[src/design/morseTrainer_defs.svh]
// -------------------------------------------------
// the Morse table in letterGenerator is fixed at five 2-bit symbols,
// so CODE_BITS stays 10 unless the table is rewritten
// -------------------------------------------------
`ifndef MORSE_TRAINER_DEFS_SVH
`define MORSE_TRAINER_DEFS_SVH

// characters drawn per round
`define NUM_LETTERS 5

// five symbols of 2 bits, first symbol in the top bits
`define CODE_BITS 10

// letter index and LFSR share this width
`define LETTER_BITS 6

`define DASH_TICKS 10 // hold cycles at which a press becomes a dash
`define TIMER_BITS 8

`endif

[src/design/sequenceQueue.sv]
// -------------------------------------------------
// emptied on the rising edge of clearAll, a write in that cycle lands at the head
// -------------------------------------------------
`timescale 1ns/1ps
`include "morseTrainer_defs.svh"

module sequenceQueue #(
	parameter type T = logic [7:0],
	parameter int DEPTH = `NUM_LETTERS
) (
	input logic clk,
	input logic reset,
	input logic clearAll,
	input logic wrEn,
	input logic advance,
	input T wrData,
	output T head
);

	localparam int PTR_BITS = $clog2(DEPTH + 1);

	T mem [DEPTH];
	logic [PTR_BITS-1:0] wrPtr;
	logic [PTR_BITS-1:0] wrSlot;
	logic clearAllQ;
	logic clearRise;

	assign clearRise = clearAll && !clearAllQ;
	assign wrSlot = clearRise ? '0 : wrPtr;

	always_ff @(posedge clk or negedge reset) begin
		if (!reset) begin
			wrPtr <= '0;
			clearAllQ <= 1'b0;
		end else begin
			clearAllQ <= clearAll;
			if (wrEn) wrPtr <= wrSlot + 1'b1;
			else if (clearRise) wrPtr <= '0;
			else if (advance && wrPtr != '0) wrPtr <= wrPtr - 1'b1;
		end
	end

	always_ff @(posedge clk) begin
		if (wrEn) begin
			mem[wrSlot] <= wrData;
		end else if (advance) begin
			for (int i = 0; i < DEPTH - 1; i++) mem[i] <= mem[i + 1];
		end
	end

	assign head = (wrPtr != '0) ? mem[0] : '0; // empty shows 0

	// generator must stop at DEPTH entries
	assert property (@(posedge clk) disable iff (!reset)
		wrEn && !clearRise |-> wrPtr < DEPTH);

endmodule

[config.mk]
export PLATFORM = sky130hd
export DESIGN_NAME = sequenceQueue
export DESIGN_NICKNAME = d
export VERILOG_FILES = /design/src/design/sequenceQueue.sv
export VERILOG_INCLUDE_DIRS = /design/src /design/src/design
export SDC_FILE = /design/constraint.sdc
export NUM_CORES = 1
export LEC_CHECK = 0
export ABC_AREA = 1
export BUFFER_PORTS_ARGS = -buffer_cell sky130_fd_sc_hd__buf_2
export CORE_MARGIN = 2
export CORE_UTILIZATION = 50
export DETAILED_ROUTE_END_ITERATION = 7
export PLACE_DENSITY = 0.7
export SYNTH_ARGS = -nofsm -noshare
export SYNTH_HDL_FRONTEND = slang
export SYNTH_SLANG_ARGS = --single-unit
[constraint.sdc]
create_clock -name clk -period 2.4 [get_ports clk]
set_input_delay 0.48 -clock clk [delete_from_list [all_inputs] [get_ports clk]]
set_output_delay 0.48 -clock clk [all_outputs]
set_load 0.01 [all_outputs]
**After elaboration in Yosys (flattened, before gate mapping)**

Memories as Yosys holds them, arrays and structs flattened.
Cells that the tools add are included.

- Bits in registers: 4
- Bits in latches: 0
- RAM bits: 40
- Bits in read-only memories: 0
- Bits of input ports: 13
- Output and inout port bits: 8
- Word-level logic and storage cells: 24
- Memories: 1

- $add $sub $neg: 2
- $mul: 0
- Divide/modulo/power cells: 0
- Order comparisons: 0
- Equal/unequal tests: 0
- Shifts and indexed selects: 0
- Muxes and demuxes: 13
- Bitwise gates (word level): 0
- Reduce and logical (&&, ||, !) cells: 6

Memories:

| memory | depth | bits a word | rd ports | clocked after memory_dff | write ports | line | text |
|---|---|---|---|---|---|---|---|
| mem | 5 | 8 | 5 | 0 | 4 | sequenceQueue.sv:22 | `T mem [DEPTH];` |

Operators with widths:

| cell | number |
|---|---|
| 8-bit two-way mux | 2 |
| 3-bit two-way mux | 5 |
| 8-bit OR reduction | 1 |
| 1-bit two-way mux | 6 |
| 3-bit nonzero test | 2 |
| 3-bit by 1-bit adder with 3-bit output, second input constant | 1 |
| 3-bit by 1-bit subtractor with 3-bit output, second input constant | 1 |
| 1-bit logical AND | 2 |
| 1-bit zero test | 1 |

**Depth between registers and ports, before layout**

- Word-level depth: 5
- Gate-level depth with buffers: 10
- Depth with buffers taken out: 10

**Worst setup path before layout**

Ideal clock, no wire load.

- Path kind: input -> register
- Start: input port advance
- End: memory mem[1][0] (netlist name) (enable)
- Library setup time: 0.374 ns
- Arrival time: 1.140 ns
- Data required time: 2.026 ns
- Path slack: 0.886 ns
- Stages: 4
- Path buffers: 2
- Cells stage by stage: buf_2 nand2_1 buf_4 o21ai_1

RTL lines:

| item | line | text |
|---|---|---|
| start: declaration | sequenceQueue.sv:15 | `input logic advance,` |
| end: declaration | sequenceQueue.sv:22 |  |

==> key figures <==
Status
  • Status: finished clean

Route
  • Initial DRC Count: 64
  • Post-DRT Antenna Nets: 0
  • Routed len/inst: 13.0 um
  • # DRC: 0
  • DR vias: 1393
  • DR pass1 iterations: 5
  • Final WL: 3.40 mm
  • Vias per cell: 5.32

Global routing
  • Largest net degree at the start of global routing: 35
  • Vias in the first global route: 1303
  • All-Layer GR Usage: 18.3%
  • Initial antenna violation count: 0
  • Total grt overflow: 0
  • First-pass GRT wire length: 5.86 mm

Yosys
  • Yosys cell types: 19
  • Yosys reg bits: 44
  • Cell count after synthesis: 190
  • Post-synthesis sequential area ratio: 66.2%
  • Most frequent cell after synthesis: nand2_1
  • Synth Flop Type: edfxtp_1
  • Avg Inst Size Synth: 10.3 um2
  • Synth area leaders: edfxtp_1, nand2_1, nand3_1
  • Async set-reset flop share out of synthesis: 9.09%
  • Syn nets: 205
  • Post-Synthesis Cell Area: 1960 um2
  • Synthesis warning total: 0
  • Post-synth EDFFs: 40
  • Yosys top cell area share: 61.1%
  • Post-synth top cells: nand2_1, edfxtp_1, nand3_1, inv_1, nor2_1
  • Leading area contributor after synthesis: edfxtp_1

Power and ir drop
  • Switching Power: 589 uW
  • Gate power share: 23.3%
  • Net switching fraction of the power: 30.7%
  • Flop pwr share: 53.6%
  • Leakage: 0.979 nW
  • Clock power share: 23.1%
  • Worst VDD drop: 390 uV
  • Pwr dens: 872 nW/um2
  • Pint: 1.33 mW

STA
  • Final Critical Period: 1980 ps
  • RSZ-0062 raised after global routing: no
  • Worst Tran Pin Value: 666 ps
  • Final setup viols: 0
  • Clock skew: 5.98 ps
  • Headroom to the max-slew limit: 55.3%
  • WHS: 331 ps
  • Setup WS post-layout: 417 ps
  • Max Fclk: 504 MHz
  • Max-slew violations: 0
  • Setup TNS: 0 ps
  • Fin. Hold Viols: 0
  • Final Cycle Share: 82.6%

Floorplanning
  • Initial core utilization: 52.9%
  • Io pins: 21
  • Row cnt: 22
  • Die H: 66.7 um
  • Die width: 66.7 um
  • Core Region: 3720 um2
  • Die area: 4450 um2

Placement
  • Gpl congestion: 0.878
  • Pre-CTS setup slack: 401 ps
  • Dpl cells: 253
  • Hpwl dp: 2.50 mm
  • PortBufs: 20

Clocking
  • Clk pin slew, worst setup/hold paths: 70 ps
  • Clock Tree Root: clkbuf_8
  • Clock Sinks: 44
  • TritonCTS clock tree: built
  • Max clock buf depth: 2
  • Worst skew pair latency: 300 ps
  • Htree depth: 2
  • CTS Buf Count: 5

Worst setup path
  • Crit path max fanout: 8
  • Crit path DAT: 1500 ps
  • Worst R2R Start: wrPtr[1]
  • Crit. Startpoint: wrPtr[1]
  • Startpoint Class: register
  • Worst setup path category: register to output port
  • Worst Path Required: 1920 ps
  • CP endpoint kind: output port

Cells and area
  • Fill count: 320
  • Register area: 1300 um2
  • Layout cells sized above 1: 17.8%
  • Final Net Count: 228
  • Synth-to-layout area growth: 11.9%
  • Diode count: 0
  • Final core occ: 59.2%
  • Final non-filler cell total: 262
  • Multi-input logic area: 557 um2

Worst hold path
  • Hold Startpoint: clearAll
  • Worst Hold Class: input pin to register

Flow run
  • Max-cap viol count: 0
## logic make-up after synthesis
group                      after synthesis  synth area share [%]
and+or+nand+nor                        111                  24.3
AOI/OAI and AO/OA                        7                  2.29
xor gates and xnor gates                 1                 0.446
adders and majority gates                2                  1.27
DFF                                     44                  66.2
buffers and inverters                   25                  5.41
## final cells by class
| class | count | share of cell area, % |
|---|---|---|
| Multi-Input combinational cell | 121 | 25.3 |
| Clock inverter | 2 | 0.512 |
| Timing Repair Buffer | 24 | 6.03 |
| Clock buffer | 6 | 3.30 |
| Sequential cell | 44 | 59.2 |
| Tap cell | 48 | 2.73 |
| Inverter | 17 | 2.90 |
## layer usage
metal,GRT usage [%],share of wire [%],vias to the layer above
met4,6.89,1.9,0
met5,0,0,-
li1,-,-,685
met2,29.4,47,49
met3,6.42,7.4,9
met1,22.9,43,650
## layout by cell type (no fill, tap or decap)
cell type,synthesis,final
clkbuf_1,0,1
buf_4,1,3
ha_1,2,2
o21ai_1,3,3
nand2_1,58,58
dlygate4sd3_1,0,1
inv_1,12,12
o21ai_2,1,1
a21oi_1,2,2
nand3_1,37,37
a21boi_2,1,1
inv_2,5,5
buf_2,7,20
nand4_1,1,1
xnor2_1,1,1
and3_1,1,1
nor2_1,12,12
clkbuf_8,0,5
dfrtp_1,4,4
clkinvlp_4,0,1
clkinv_1,0,1
nand2_2,1,1
nand2_4,1,1
edfxtp_1,40,40
## per-stage QoR
step | instance area [um2] | total power [mW]
CTS | 2200 | 1.93
finish | 2200 | 1.92
global placement | 2100 | 1.46
floorplan | 1960 | 1.35
detailed placement | 2100 | 1.49
global route | 2200 | 2.03
## repair_timing
action	in CTS	in global routing
hold endpoints to repair	4	0
setup buffers	0	0
hold buffers	1	0
gates resized for setup	0	0
## state kept, by name, indices dropped and copies added (netlist names)
name	flops
clearAllQ	1
mem	40
wrPtr	3
## power groups by stage
stage,logic [mW],registers (mW),clock network [mW]
4_1_cts,0.450,1.03,0.451
6_report,0.446,1.03,0.443
3_5_place_dp,0.447,1.04,0
2_1_floorplan,0.319,1.03,0
5_1_grt,0.513,1.04,0.483
3_3_place_gp,0.423,1.03,0
## critical path, cell delays in order, from the launching register on
cell	delay [ps]
dfrtp_1	440
inv_1	160
ha_1	230
nand2_2	80
inv_2	110
nor2_1	50
buf_2	130
## final timing paths
path / endpoint / slack (ps) / cells past startpoint
worst min-delay path: clearAllQ / 330 / 1
min in group asynchronous: wrPtr[0] / 520 / 2
worst min register to register: mem[0][2] / 550 / 2
worst max-delay path: head[1] / 420 / 6
max in group asynchronous: wrPtr[1] / 1750 / 2
worst max register to register: mem[1][0] / 760 / 3
No activity file was read; power rests on OpenSTA's default activity.
