`config.mk`:
```
export PLATFORM = sky130hd
export DESIGN_NAME = gameControl
export DESIGN_NICKNAME = d
export VERILOG_FILES = /design/src/design/morsePkg.sv /design/src/design/gameControl.sv
export VERILOG_INCLUDE_DIRS = /design/src /design/src/design
export SDC_FILE = /design/constraint.sdc
export NUM_CORES = 1
export LEC_CHECK = 0
export ABC_AREA = 1
export BUFFER_PORTS_ARGS = -buffer_cell sky130_fd_sc_hd__buf_2
export CORE_AREA = 4 4 41 43
export CTS_CLUSTER_SIZE = 24
export DETAILED_ROUTE_END_ITERATION = 12
export DIE_AREA = 0 0 45 47
export GPL_ROUTABILITY_DRIVEN = 1
export PLACE_DENSITY = 0.53
export SETUP_SLACK_MARGIN = 0.05
export SLEW_MARGIN = 40
export SYNTH_ARGS = -nofsm -noshare
export SYNTH_HDL_FRONTEND = slang
export SYNTH_SLANG_ARGS = --single-unit
export TNS_END_PERCENT = 20
```
`constraint.sdc`:
```
create_clock -name clk -period 2.6 [get_ports clk]
set_input_delay 0.26 -clock clk [delete_from_list [all_inputs] [get_ports clk]]
set_output_delay 0.26 -clock clk [all_outputs]
set_load 0.05 [all_outputs]
```
`src/design/morseTrainer_defs.svh`:
```
// -------------------------------------------------
// the Morse table in letterGenerator is fixed at five 2-bit symbols,
// so CODE_BITS stays 10 unless the table is rewritten
// -------------------------------------------------
`ifndef MORSE_TRAINER_DEFS_SVH
`define MORSE_TRAINER_DEFS_SVH

// characters drawn per round
`define NUM_LETTERS 5

// five symbols of 2 bits, first symbol in the top bits
`define CODE_BITS 10

// letter index and LFSR share this width
`define LETTER_BITS 6

`define DASH_TICKS 10 // hold cycles at which a press becomes a dash
`define TIMER_BITS 8

`endif

```
`src/design/morsePkg.sv`:
```
// -------------------------------------------------
// shared types for the trainer, widths come from morseTrainer_defs.svh
// -------------------------------------------------
`include "morseTrainer_defs.svh"

package morsePkg;

	typedef logic [`CODE_BITS-1:0] morseCode_t; // 10 dot, 11 dash, 00 empty
	typedef logic [`LETTER_BITS-1:0] letterIdx_t; // 1..10 digits, 11..36 A..Z
	typedef logic [2:0] count_t;

	typedef enum logic [3:0] {
		IDLE,
		START_WAIT,
		GENERATE,
		CLEAR_ENTRY,
		ENTRY,
		VERIFY_WAIT,
		VERIFY,
		FINISH,
		FINISH_WAIT
	} phase_t;

	typedef struct packed {
		logic genEn;
		logic clearEntry;
		logic keyEnable;
		logic verify;
	} ctrl_t;

	typedef struct packed {
		logic genDone;
		logic correct;
		logic lastLetter;
		logic finished;
	} status_t;

endpackage

```
`src/design/gameControl.sv`:
```
// -------------------------------------------------
// proceed is active low, every transition waits for a full press or release
// -------------------------------------------------
`timescale 1ns/1ps

module gameControl
	import morsePkg::*;
(
	input logic clk,
	input logic reset,
	input logic proceed,
	input status_t status,
	output ctrl_t ctrl,
	output phase_t phase
);

	phase_t nextPhase;

	always_comb begin
		nextPhase = phase;
		case (phase)
			IDLE: begin
				if (!proceed) nextPhase = START_WAIT;
			end
			START_WAIT: begin
				if (proceed) nextPhase = GENERATE; // start on release
			end
			GENERATE: begin
				if (status.genDone) nextPhase = CLEAR_ENTRY;
			end
			CLEAR_ENTRY: begin
				nextPhase = ENTRY;
			end
			ENTRY: begin
				if (!proceed) nextPhase = VERIFY_WAIT;
			end
			VERIFY_WAIT: begin
				if (proceed) nextPhase = VERIFY;
			end
			VERIFY: begin
				// a wrong entry just retries the same letter
				if (status.correct && status.lastLetter) nextPhase = FINISH;
				else nextPhase = CLEAR_ENTRY;
			end
			FINISH: begin
				if (!proceed) nextPhase = FINISH_WAIT;
			end
			FINISH_WAIT: begin
				if (proceed) nextPhase = IDLE;
			end
			default: begin
				nextPhase = IDLE;
			end
		endcase
	end

	always_ff @(posedge clk or negedge reset) begin
		if (!reset) begin
			phase <= IDLE;
		end else begin
			phase <= nextPhase;
		end
	end

	// one strobe per phase, all low in the waiting states
	assign ctrl = '{
		genEn: phase == GENERATE,
		clearEntry: phase == CLEAR_ENTRY,
		keyEnable: phase == ENTRY,
		verify: phase == VERIFY
	};

	// generation and verification never overlap
	assert property (@(posedge clk) disable iff (!reset)
		!(ctrl.verify && ctrl.genEn));

	// the checker must have flagged the last match before we sit in FINISH
	assert property (@(posedge clk) disable iff (!reset)
		phase == FINISH |-> status.finished);

endmodule

```
# Yosys cells after proc, flatten, opt, wreduce, memory -nomap -nowiden
# Cells that the tools add are included.
word_totals:
  input_bits: 7
  out_inout_bits: 8
  regBits: 4
classes:
  n_eq_ne: 15
  muxes: 9
  n_reduce_logical: 3
op_table:
  columns: ["cell", "count"]
  rows:
  - ["one-hot mux 4 bit (9 select lines)", 1]
  - ["2-to-1 mux 4 bit", 7]
  - ["equality test 4 x 3 -> 1 bit, second input constant", 4]
  - ["inequality test 2 bit, second input constant", 7]
  - ["equality test 4 x 2 -> 1 bit, second input constant", 2]
  - ["AND reduction 7 bit", 1]
  - ["equality test 4 x 1 -> 1 bit, second input constant", 1]
  - ["equality test 4 bit, second input constant", 1]
  - ["logical NOT 4 bit", 1]
  - ["2-to-1 mux 3 bit", 1]
  - ["logical AND 1 bit", 1]

# Depth between registers and ports, before layout
logic_depth:
  depth_word: 3
  ltp_mapped: 8
  depth_no_buf: 8

# Least setup slack after synthesis
# Ideal clock, no wire load.
synth_path:
  path_type: "register to output"
  startpoint: "register phase[2]"
  endpoint: "output ctrl[1] in the netlist's numbering"
  path_slack_ns: 0.700
  stages_incl_launch_ff: 5
  arrival_time_ns: 1.640
  path_cell_list: "dfrtp_1 inv_2 nor2_2 nand2_1 nor2_1"
synth_lines:
  columns: ["item", "line", "rtl"]
  rows:
  - ["start: declaration", "gameControl.sv:14", "output phase_t phase"]
  - ["start signal: assignment", "gameControl.sv:61", "phase <= nextPhase;"]
  - ["end: declaration", "gameControl.sv:13", "output ctrl_t ctrl,"]

==> results.rst <==
.. list-table::
   :header-rows: 1

   * - Metric
     - Value
   * - Run status
     - completed
   * - Number of global-route vias before repair
     - 317
   * - Final Hold Vio Count
     - 0
   * - Largest net degree at the start of global routing
     - 9
   * - DRC Markers
     - 0
   * - Type of the worst setup path
     - register to output port
   * - Area share of the largest cell type after synthesis
     - 0.3065
   * - Cell types with the largest area share after synthesis
     - dfrtp_1, nand2_1, nor2_1, nand3_1, inv_1
   * - Residual overflow from global routing
     - 0
   * - Area post-placement
     - 410.4 um2
   * - PortBufs
     - 13
   * - Die boundary height
     - 47 um
   * - Highest metal layer with signal wires
     - met3
   * - Die width
     - 45 um
   * - Yosys top cell by area
     - dfrtp_1
   * - Cell area after synthesis
     - 326.6 um2
   * - Count of antenna diodes in the layout
     - 0
   * - Avg Synthesized Cell Area
     - 6.280 um2
   * - Routability congestion estimate from global placement
     - 0.8269
   * - Layout net count
     - 78
   * - Routed wire length on met3
     - 88 um
   * - Number of buffers added by the clock tree synthesis step
     - 3
   * - Count of cell types in the netlist
     - 14
   * - Areal power density over the cells
     - 1455 mW/mm2
   * - Dpl hpwl
     - 642.5 um
   * - H-tree depth
     - 1
   * - Area grow syn2layout
     - 35.63%
   * - Number of warnings issued by yosys
     - 0
   * - R2R Path End
     - phase[0]
   * - Met1 routed wirelength after detailed routing
     - 328 um
   * - Worst setup skew after layout
     - 0.002155 ns
   * - Share of cells above drive strength 1
     - 0.3768
   * - Die ar.
     - 0.002115 mm2
   * - Final critical path time including I/O delays and setup
     - 1.638 ns
   * - P_leak
     - 0.2819 nW
   * - Worst hold path type
     - primary input to async pin
   * - Buffers from clock root to sink, at most
     - 2
   * - Worst setup slack after layout
     - 0.9622 ns
   * - Power consumption
     - 644.4 uW
   * - # clock sinks
     - 4
   * - Worst rel slew slack
     - 0.8072
   * - Largest registers ranked by flip-flop count
     - phase: 4 flops
   * - Number of non-filler instances in the completed layout
     - 84
   * - Clock tree from TritonCTS
     - built
   * - Arrival time at the worst endpoint
     - 1.38 ns
   * - R2r setup slk
     - 1.41 ns
   * - Number of iterations in the first detailed-routing pass
     - 4
   * - Peak fanout along the critical path
     - 8
   * - Worst-case setup slack after placement
     - 1.206 ns
   * - Average wire per cell in the routed design
     - 9.405 um
   * - Seq/Total Area, Yosys
     - 0.3065
   * - RSZ-0062 raised after global routing
     - no
   * - Via count
     - 368
   * - # setup viols final
     - 0
   * - Clock latency of the later-clocked register in the worst-skew pair
     - 0.23 ns
   * - Measured slew at the worst slew-check pin
     - 0.2891 ns
   * - Total Neg Setup Slack
     - 0 ns
   * - Worst-case vdd ir drop
     - 466.7 uV
   * - Max-capacitance violation count
     - 0
   * - Total number of placement rows
     - 13
   * - Core region area
     - 0.001301 mm2
   * - Antenna viol nets, final
     - 0
   * - GR Util All Layers
     - 0.08314
   * - Number of cell instances on the worst register-to-register path
     - 7
   * - DRT iter0 DRCs
     - 7
   * - Beginning of the worst register-to-register path
     - phase[0]
   * - Max reg flops
     - 4
   * - Post-Synthesis Net Count
     - 59
   * - Max-slew violation total from the final report
     - 0
   * - Final instance area
     - 442.9 um2
   * - Root buffer selected by CTS
     - clkbuf_4
   * - Crit start category
     - register
   * - Wire length of the first global-routing pass
     - 1.269 mm
   * - Total wire length
     - 790 um
   * - Number of antenna violations at the first check in global routing
     - 0
   * - Final worst-path cycle share
     - 0.6299
   * - Worst setup EP type
     - output port
   * - Worst path required time
     - 2.34 ns
   * - Total placed cells including tap cells
     - 80
   * - Met2 layer wire length in the routed design
     - 373 um
   * - Number of standard cells after synthesis
     - 52
   * - Most flops, register
     - phase
   * - Starting density of the core
     - 0.2510
   * - Clock-pin slew on the worst setup and hold paths
     - 0.04 ns
   * - CTS-repair resized insts
     - 0
   * - I/O pin cnt
     - 15
   * - Synthesized flop and latch total
     - 4
   * - F_max
     - 610.6 MHz
   * - Vias per inst
     - 4.381
cell usage after synthesis:
master    instances
nand2_4           1
nand2_2           3
nand3_1           5
nor2_1            7
nor3_1            1
nand3b_1          2
inv_1             5
nand4_1           1
inv_2             3
nor2_2            2
dfrtp_1           4
nand3_2           1
o21ai_0           2
nand2_1          15
stage by stage:
| step | hold slack, ns | util |
|---|---|---|
| detailed placement | 0.06680 | 0.3154 |
| CTS | 0.3527 | 0.3404 |
| finish | 0.3563 | 0.3404 |
| global placement | 0.06446 | 0.3154 |
| floorplan | -0.03559 | - |
| global route | 0.3710 | 0.3404 |
critical path: stages, from the launching register on:
cell	delay (ns)
dfrtp_1	0.47
nor2_2	0.23
nand2_1	0.09
nor2_1	0.09
buf_2	0.27
layer usage:
| layer | vias up | track usage |
|---|---|---|
| li1 | 196 | - |
| met2 | 16 | 0.1299 |
| met3 | 0 | 0 |
| met1 | 156 | 0.1076 |
| met5 | - | 0 |
| met4 | 0 | 0.07018 |
how the worst max path moves through the flow:
stage / start / end / cells after the start
6_report: phase[0] / ctrl[0] / 4
3_5_place_dp: phase[0] / ctrl[0] / 4
5_1_grt: phase[0] / ctrl[0] / 4
3_3_place_gp: phase[0] / ctrl[3] / 4
2_1_floorplan: phase[2] / ctrl[1] / 4
4_1_cts: phase[0] / ctrl[0] / 4
power by group:
group          switching (mW)  internal (mW)
combinational           0.320          0.114
clock                  0.0233         0.0515
sequential             0.0464         0.0885
total                   0.390          0.255
area by class of cell:
type,count,area (um2)
Fill cell,161,858.3
Multi-Input combinational cell,40,196.4
Sequential cell,4,100.1
Timing Repair Buffer,14,75.07
Inverter,8,30.03
Clock buffer,3,22.52
Tap cell,15,18.77
placed cells by master (no fill, tap or decap), types with 3 or more instances in the layout:
master    count
inv_2         3
nand3_1       5
dfrtp_1       4
nand2_1      15
clkbuf_4      3
inv_1         5
nand2_2       3
nor2_1        7
buf_2        13
kinds of logic (layout without fill, tap and decap cells):
logic type,after synthesis,count (layout),synth area share
AND/OR/NAND/NOR,38,38,0.5709
buffers and inverters,8,25,0.09196
AO/OA/AOI/OAI,2,2,0.03065
flip-flops,4,4,0.3065
repair_timing:
| item | in CTS | in global routing |
|---|---|---|
| hold endpoints to repair | 4 | 0 |
| hold buffers | 1 | 0 |
| buffers inserted | 0 | 0 |
Power figures use the tool's default switching activity.
