==> src/design/morseTrainer_defs.svh <==
// -------------------------------------------------
// the Morse table in letterGenerator is fixed at five 2-bit symbols,
// so CODE_BITS stays 10 unless the table is rewritten
// -------------------------------------------------
`ifndef MORSE_TRAINER_DEFS_SVH
`define MORSE_TRAINER_DEFS_SVH

// characters drawn per round
`define NUM_LETTERS 5

// five symbols of 2 bits, first symbol in the top bits
`define CODE_BITS 10

// letter index and LFSR share this width
`define LETTER_BITS 6

`define DASH_TICKS 10 // hold cycles at which a press becomes a dash
`define TIMER_BITS 8

`endif

==> src/design/morsePkg.sv <==
// -------------------------------------------------
// shared types for the trainer, widths come from morseTrainer_defs.svh
// -------------------------------------------------
`include "morseTrainer_defs.svh"

package morsePkg;

	typedef logic [`CODE_BITS-1:0] morseCode_t; // 10 dot, 11 dash, 00 empty
	typedef logic [`LETTER_BITS-1:0] letterIdx_t; // 1..10 digits, 11..36 A..Z
	typedef logic [2:0] count_t;

	typedef enum logic [3:0] {
		IDLE,
		START_WAIT,
		GENERATE,
		CLEAR_ENTRY,
		ENTRY,
		VERIFY_WAIT,
		VERIFY,
		FINISH,
		FINISH_WAIT
	} phase_t;

	typedef struct packed {
		logic genEn;
		logic clearEntry;
		logic keyEnable;
		logic verify;
	} ctrl_t;

	typedef struct packed {
		logic genDone;
		logic correct;
		logic lastLetter;
		logic finished;
	} status_t;

endpackage

==> src/design/sequenceChecker.sv <==
// -------------------------------------------------
// an empty entry never matches, so correct stays low while idle
// -------------------------------------------------
`timescale 1ns/1ps
`include "morseTrainer_defs.svh"

module sequenceChecker
	import morsePkg::*;
(
	input logic clk,
	input logic reset,
	input ctrl_t ctrl,
	input morseCode_t enteredCode,
	input morseCode_t targetCode,
	output logic advance,
	output logic correct,
	output logic lastLetter,
	output logic finished,
	output count_t lettersDone
);

	localparam count_t LAST = count_t'(`NUM_LETTERS - 1);

	always_ff @(posedge clk or negedge reset) begin
		if (!reset) begin
			correct <= 1'b0;
		end else begin
			correct <= enteredCode == targetCode && enteredCode != '0;
		end
	end

	assign advance = ctrl.verify && correct;
	assign lastLetter = lettersDone == LAST;

	always_ff @(posedge clk or negedge reset) begin
		if (!reset) begin
			lettersDone <= '0;
			finished <= 1'b0;
		end else if (ctrl.genEn) begin
			lettersDone <= '0; // new round
			finished <= 1'b0;
		end else if (advance) begin
			lettersDone <= lettersDone + 1'b1;
			if (lastLetter) finished <= 1'b1;
		end
	end

endmodule

==> config.mk <==
export PLATFORM = sky130hd
export DESIGN_NAME = sequenceChecker
export DESIGN_NICKNAME = d
export VERILOG_FILES = /design/src/design/morsePkg.sv /design/src/design/sequenceChecker.sv
export VERILOG_INCLUDE_DIRS = /design/src /design/src/design
export SDC_FILE = /design/constraint.sdc
export NUM_CORES = 1
export LEC_CHECK = 0
export ABC_AREA = 1
export BUFFER_PORTS_ARGS = -buffer_cell sky130_fd_sc_hd__buf_2
export CAP_MARGIN = 20
export CORE_AREA = 3 3 40 42
export CTS_BUF_LIST = sky130_fd_sc_hd__clkbuf_16
export DETAILED_ROUTE_END_ITERATION = 10
export DIE_AREA = 0 0 43 45
export GPL_TIMING_DRIVEN = 1
export PLACE_DENSITY = 0.71
export REMOVE_ABC_BUFFERS = 1
export SETUP_SLACK_MARGIN = 0.4
export SLEW_MARGIN = 20
export SYNTH_ARGS = -nofsm -noshare
export SYNTH_HDL_FRONTEND = slang
export SYNTH_SLANG_ARGS = --single-unit
export TNS_END_PERCENT = 30
==> constraint.sdc <==
create_clock -name clk -period 2.9 [get_ports clk]
set_clock_uncertainty 0.2 [all_clocks]
set_input_delay 0.29 -clock clk [delete_from_list [all_inputs] [get_ports clk]]
set_output_delay 0.29 -clock clk [all_outputs]
set_load 0.05 [all_outputs]
Yosys cells after proc, flatten, opt, wreduce, memory -nomap -nowiden
Cells that the tools add are included.
- mux-type cells: 5
- reduce and logical (&&, ||, !) cells: 6
- equal/unequal tests: 2
- add/sub/neg operators: 1
- operators by type and width (cell ; count):
    $eq 10x10->1 ; 1
    $reduce_bool 10->1 ; 1
    $mux 3 ; 2
    $reduce_bool 2->1 ; 2
    $add 3x1->3 const B ; 1
    $eq 3x3->1 const B ; 1
    $mux 1 ; 3
    $logic_and 1x1->1 ; 2
    $reduce_and 2->1 ; 1
- word-level logic and storage cells: 17
- output and inout bits: 7
- input port bits: 26
- bits in registers: 5

Depth between registers and ports, before layout
- depth after elaboration: 4
- depth in mapped cells: 6
- gate-level depth less buffers: 6

Worst setup path before layout
No wires, ideal clock.
- path kind: reg2reg
- start point: reg lettersDone[0]
- end point: reg finished
- setup time: 0.120 ns
- slack: 1.102 ns
- path buffers: 0
- stages on the path, launching flop included: 7
- data required time: 2.580 ns
- clock period less this slack: 1.798 ns
- arrival time: 1.479 ns
- cell sequence: dfrtp_1 -> inv_1 -> ha_1 -> nand2_1 -> inv_1 -> a21oi_1 -> nor2_1
- cells in the longest elaborated chain, start to end: 3
- RTL lines (item ; RTL line ; text):
    start: declaration ; sequenceChecker.sv:19 ; output count_t lettersDone
    start signal: assignment ; sequenceChecker.sv:43 ; lettersDone <= lettersDone + 1'b1;
    $eq 3x3->1 ; sequenceChecker.sv:33 ; assign lastLetter = lettersDone == LAST;
    net lastLetter ; sequenceChecker.sv:17 ; output logic lastLetter,
    $reduce_bool 2->1 (no source line) ; - ;
    $reduce_and 2->1 (no source line) ; - ;
    end signal: assignment ; sequenceChecker.sv:38 ; finished <= 1'b0;
    end signal: assignment ; sequenceChecker.sv:41 ; finished <= 1'b0;
    end signal: assignment ; sequenceChecker.sv:44 ; if (lastLetter) finished <= 1'b1;
    end: declaration ; sequenceChecker.sv:18 ; output logic finished,
The timed path passes the listed nets, and every way through them passes these cells.
A chain may end at the register's enable or synchronous reset.

Worst setup path after layout
- start point: reg lettersDone[0]
- end point: out lastLetter
- cells in the longest elaborated chain, start to end: 1
- RTL lines (item ; RTL line):
    $eq 3x3->1 ; sequenceChecker.sv:33
    end: declaration ; sequenceChecker.sv:17
Every way passes these cells.

==> impl_metrics.sql <==
INSERT INTO impl_metrics (metric_group, metric, value, unit) VALUES
('worst_setup_path', 'critPathCaptureType', 'output pin', ''),
('clock_network', 'cts.root.buffer_cell', 'sky130_fd_sc_hd__clkbuf_16', ''),
('floorplanning', 'io-pin-count', '33', ''),
('pwr', 'p_per_area', '461', 'nW/µm²'),
('worst_setup_path', 'critical_path.cell_chain', 'inv_1, ha_1, nand2_1, inv_1, buf_2', ''),
('worst_setup_path', 'crit_path_frequent_cell', 'sky130_fd_sc_hd__inv_1', ''),
('pwr', 'total_power_after_layout', '337', 'µW'),
('detailed_routing', 'post-route-drc-count', '0', ''),
('grt', 'grt_first_pass_wirelength', '2030', 'µm'),
('clock_network', 'ctsHtreeMaxLevel', '1', ''),
('clock_network', 'numCtsBuffers', '3', ''),
('worst_setup_path', 'critical_path.max_fanout', '3', ''),
('pwr', 'power_leakage', '0.508', 'nW'),
('outcome', 'outcome', 'finished, final reports clean', ''),
('worst_setup_path', 'crit_arrival', '1.24', 'ns'),
('detailed_routing', 'detail_route.vias_per_cell', '4.15', ''),
('timing', 'achievable-frequency', '0.577', 'GHz'),
('timing', 'min_hold_slack', '0.0287', 'ns'),
('cells_and_area', 'number_of_fill_cells', '133', ''),
('clock_network', 'worst_skew_pair.late_latency', '0.22', 'ns'),
('synthesis', 'synth_top_cell_area_share', '27.0', '%'),
('worst_hold_path', 'timing.hold.worst.class', 'primary input to flip-flop', ''),
('grt', 'grt_overflow_total', '0', ''),
('cells_and_area', 'final_core_util', '56.9', '%'),
('grt', 'global_route.usage.total', '14.0', '%'),
('synthesis', 'post_syn_instances', '89', ''),
('worst_setup_path', 'crit_slowest_cell', 'sky130_fd_sc_hd__dfrtp_1', ''),
('timing', 'worst_slew_margin_relative_to_its_limit', '83.5', '%'),
('synthesis', 'synth_cell_type_count', '11', ''),
('timing', 'slew_viol_final', '0', ''),
('grt', 'antenna_found_initial', '0', ''),
('synthesis', 'postSynthAreaPerCell', '5.31', 'µm²'),
('cells_and_area', 'areaGrowthSynthToFinish', '54.5', '%'),
('grt', 'grt_start_max_net_pins', '6', ''),
('timing', 'period_minus_slack', '1.73', 'ns'),
('synthesis', 'area_contributors_post_synth', 'sky130_fd_sc_hd__nand2_1 27%, sky130_fd_sc_hd__dfrtp_1 26%, sky130_fd_sc_hd__inv_1 17%', ''),
('floorplanning', 'start_util', '36.8', '%'),
('flow_run', 'maxCapViolations', '0', ''),
('timing', 'setup_viol', '0', ''),
('worst_setup_path', 'category_of_the_most_critical_setup_path', 'flip-flop to output pin', ''),
('cells_and_area', 'finish.net_count', '153', ''),
('worst_setup_path', 'path_buf_inv', '3', ''),
('clock_network', 'clkTransAtPathRegs', '0.03', 'ns'),
('synthesis', 'sequential_area_share_after_synthesis', '26.5', '%'),
('synthesis', 'netlist.top_cell.by_area', 'sky130_fd_sc_hd__nand2_1', ''),
('timing', 'final.setup.tns', '0', 'ns'),
('timing', 'tightestPinTransition', '0.249', 'ns'),
('synthesis', 'netlist_area', '473', 'µm²'),
('detailed_routing', 'routed_length_per_instance', '8.19', 'µm'),
('place', 'detailedPlacementHpwl', '976', 'µm'),
('worst_setup_path', 'cp.required', '2.41', 'ns'),
('floorplanning', 'core_area', '1280', 'µm²'),
('place', 'place_congestion', '0.819', ''),
('cells_and_area', 'layout_commonest_cell', 'sky130_fd_sc_hd__nand2_1', ''),
('detailed_routing', 'postRouteAntennaNets', '0', ''),
('cells_and_area', 'antenna_cells_inserted', '0', ''),
('grt', 'grt_pass1_vias', '542', ''),
('detailed_routing', 'finalWirelength', '1140', 'µm'),
('floorplanning', 'core.rowCount', '13', ''),
('floorplanning', 'chipHeight', '45', 'µm'),
('cells_and_area', 'most-common-layout-cells', '34 x sky130_fd_sc_hd__nand2_1, 30 x sky130_fd_sc_hd__buf_2, 23 x sky130_fd_sc_hd__inv_1', ''),
('clock_network', 'cts_tree', 'done', ''),
('timing', 'rsz0062_at_grt', 'false', ''),
('pwr', 'ir_drop', '0.212', 'mV'),
('timing', 'fin_crit_sh', '59.8', '%'),
('detailed_routing', 'number_of_drc_markers_in_iteration_0', '3', ''),
('clock_network', 'clock-sinks', '5', ''),
('detailed_routing', 'first_pass_iteration_count_of_the_detailed_router', '4', ''),
('place', 'port_buffers', '30', ''),
('cells_and_area', 'sequential_cell_area', '125', 'µm²'),
('synthesis', 'postSynthRegisterBits', '5', '');
metal layers:
metal  share of wire, %  global-route usage [%]  vias to the layer above  wire (µm)
met5                  0                       0                        -          0
li1                   -                       -                      325          -
met1                 38                    14.1                      232        435
met2                 53                    27.2                       20        608
met3                8.3                    2.39                        0         94
met4                  0                    7.23                        0          0
power breakdown:
group	switching (mW)	internal, mW	total, mW
clock network	0.0419	0.178	0.220
logic	0.0243	0.0219	0.0463
registers	0.0000486	0.0703	0.0704
total	0.0663	0.270	0.337
logic make-up after synthesis:
family	count (synthesis)	share of synthesized area [%]
buf+inv	24	19.0
fa+ha+maj	2	5.29
simple gates	52	42.9
flops	5	26.5
compound gates	6	6.35
worst paths after layout:
check | start | endpoint | slack (ns) | cells past startpoint
min reg2reg | finished | finished | 0.29 | 2
max | lettersDone[0] | lastLetter | 1.17 | 5
min in group asynchronous | reset | lettersDone[0] | 0.21 | 2
min | ctrl[3] | finished | 0.03 | 2
max reg2reg | lettersDone[0] | finished | 1.65 | 6
max in group asynchronous | reset | finished | 2.16 | 2
repair_timing:
item / CTS / global route
hold buffers: 1 / 0
buffers inserted: 0 / 0
gates resized for setup: 0 / 0
hold endpoints to repair: 5 / 0
through the flow:
step                setup WS (ns)  cell area (µm²)  std cells
global placement             1.43              642        134
global route                 1.10              731        139
floorplan                    1.10              473         89
detailed placement           1.42              642        134
CTS                          1.16              731        139
finish                       1.17              731        139
flip-flops by register name (all words and copies together) (netlist names):
signal       count
lettersDone      3
correct          1
finished         1
worst register-to-register path, stage by stage (launching register included):
cell	delay (ns)
sky130_fd_sc_hd__dfrtp_1	0.36
sky130_fd_sc_hd__inv_1	0.09
sky130_fd_sc_hd__ha_1	0.19
sky130_fd_sc_hd__nand2_1	0.06
sky130_fd_sc_hd__inv_1	0.04
sky130_fd_sc_hd__a21oi_1	0.14
sky130_fd_sc_hd__nor2_1	0.05
cell usage after synthesis:
cell	n
sky130_fd_sc_hd__nor2_2	1
sky130_fd_sc_hd__o21ai_0	3
sky130_fd_sc_hd__nand3_1	4
sky130_fd_sc_hd__nand2_1	34
sky130_fd_sc_hd__inv_1	22
sky130_fd_sc_hd__inv_2	2
sky130_fd_sc_hd__o21ai_1	1
sky130_fd_sc_hd__a21oi_1	2
sky130_fd_sc_hd__dfrtp_1	5
sky130_fd_sc_hd__ha_1	2
sky130_fd_sc_hd__nor2_1	13
area by class of cell:
class / instances / share of cell area (%)
clock buffer: 3 / 10.3
clock inverter: 1 / 0.514
inverter: 24 / 12.3
sequential: 5 / 17.1
timing repair buffer: 31 / 21.9
tap: 15 / 2.57
multi-input combinational: 60 / 35.3
Power figures use the tool's default switching activity.
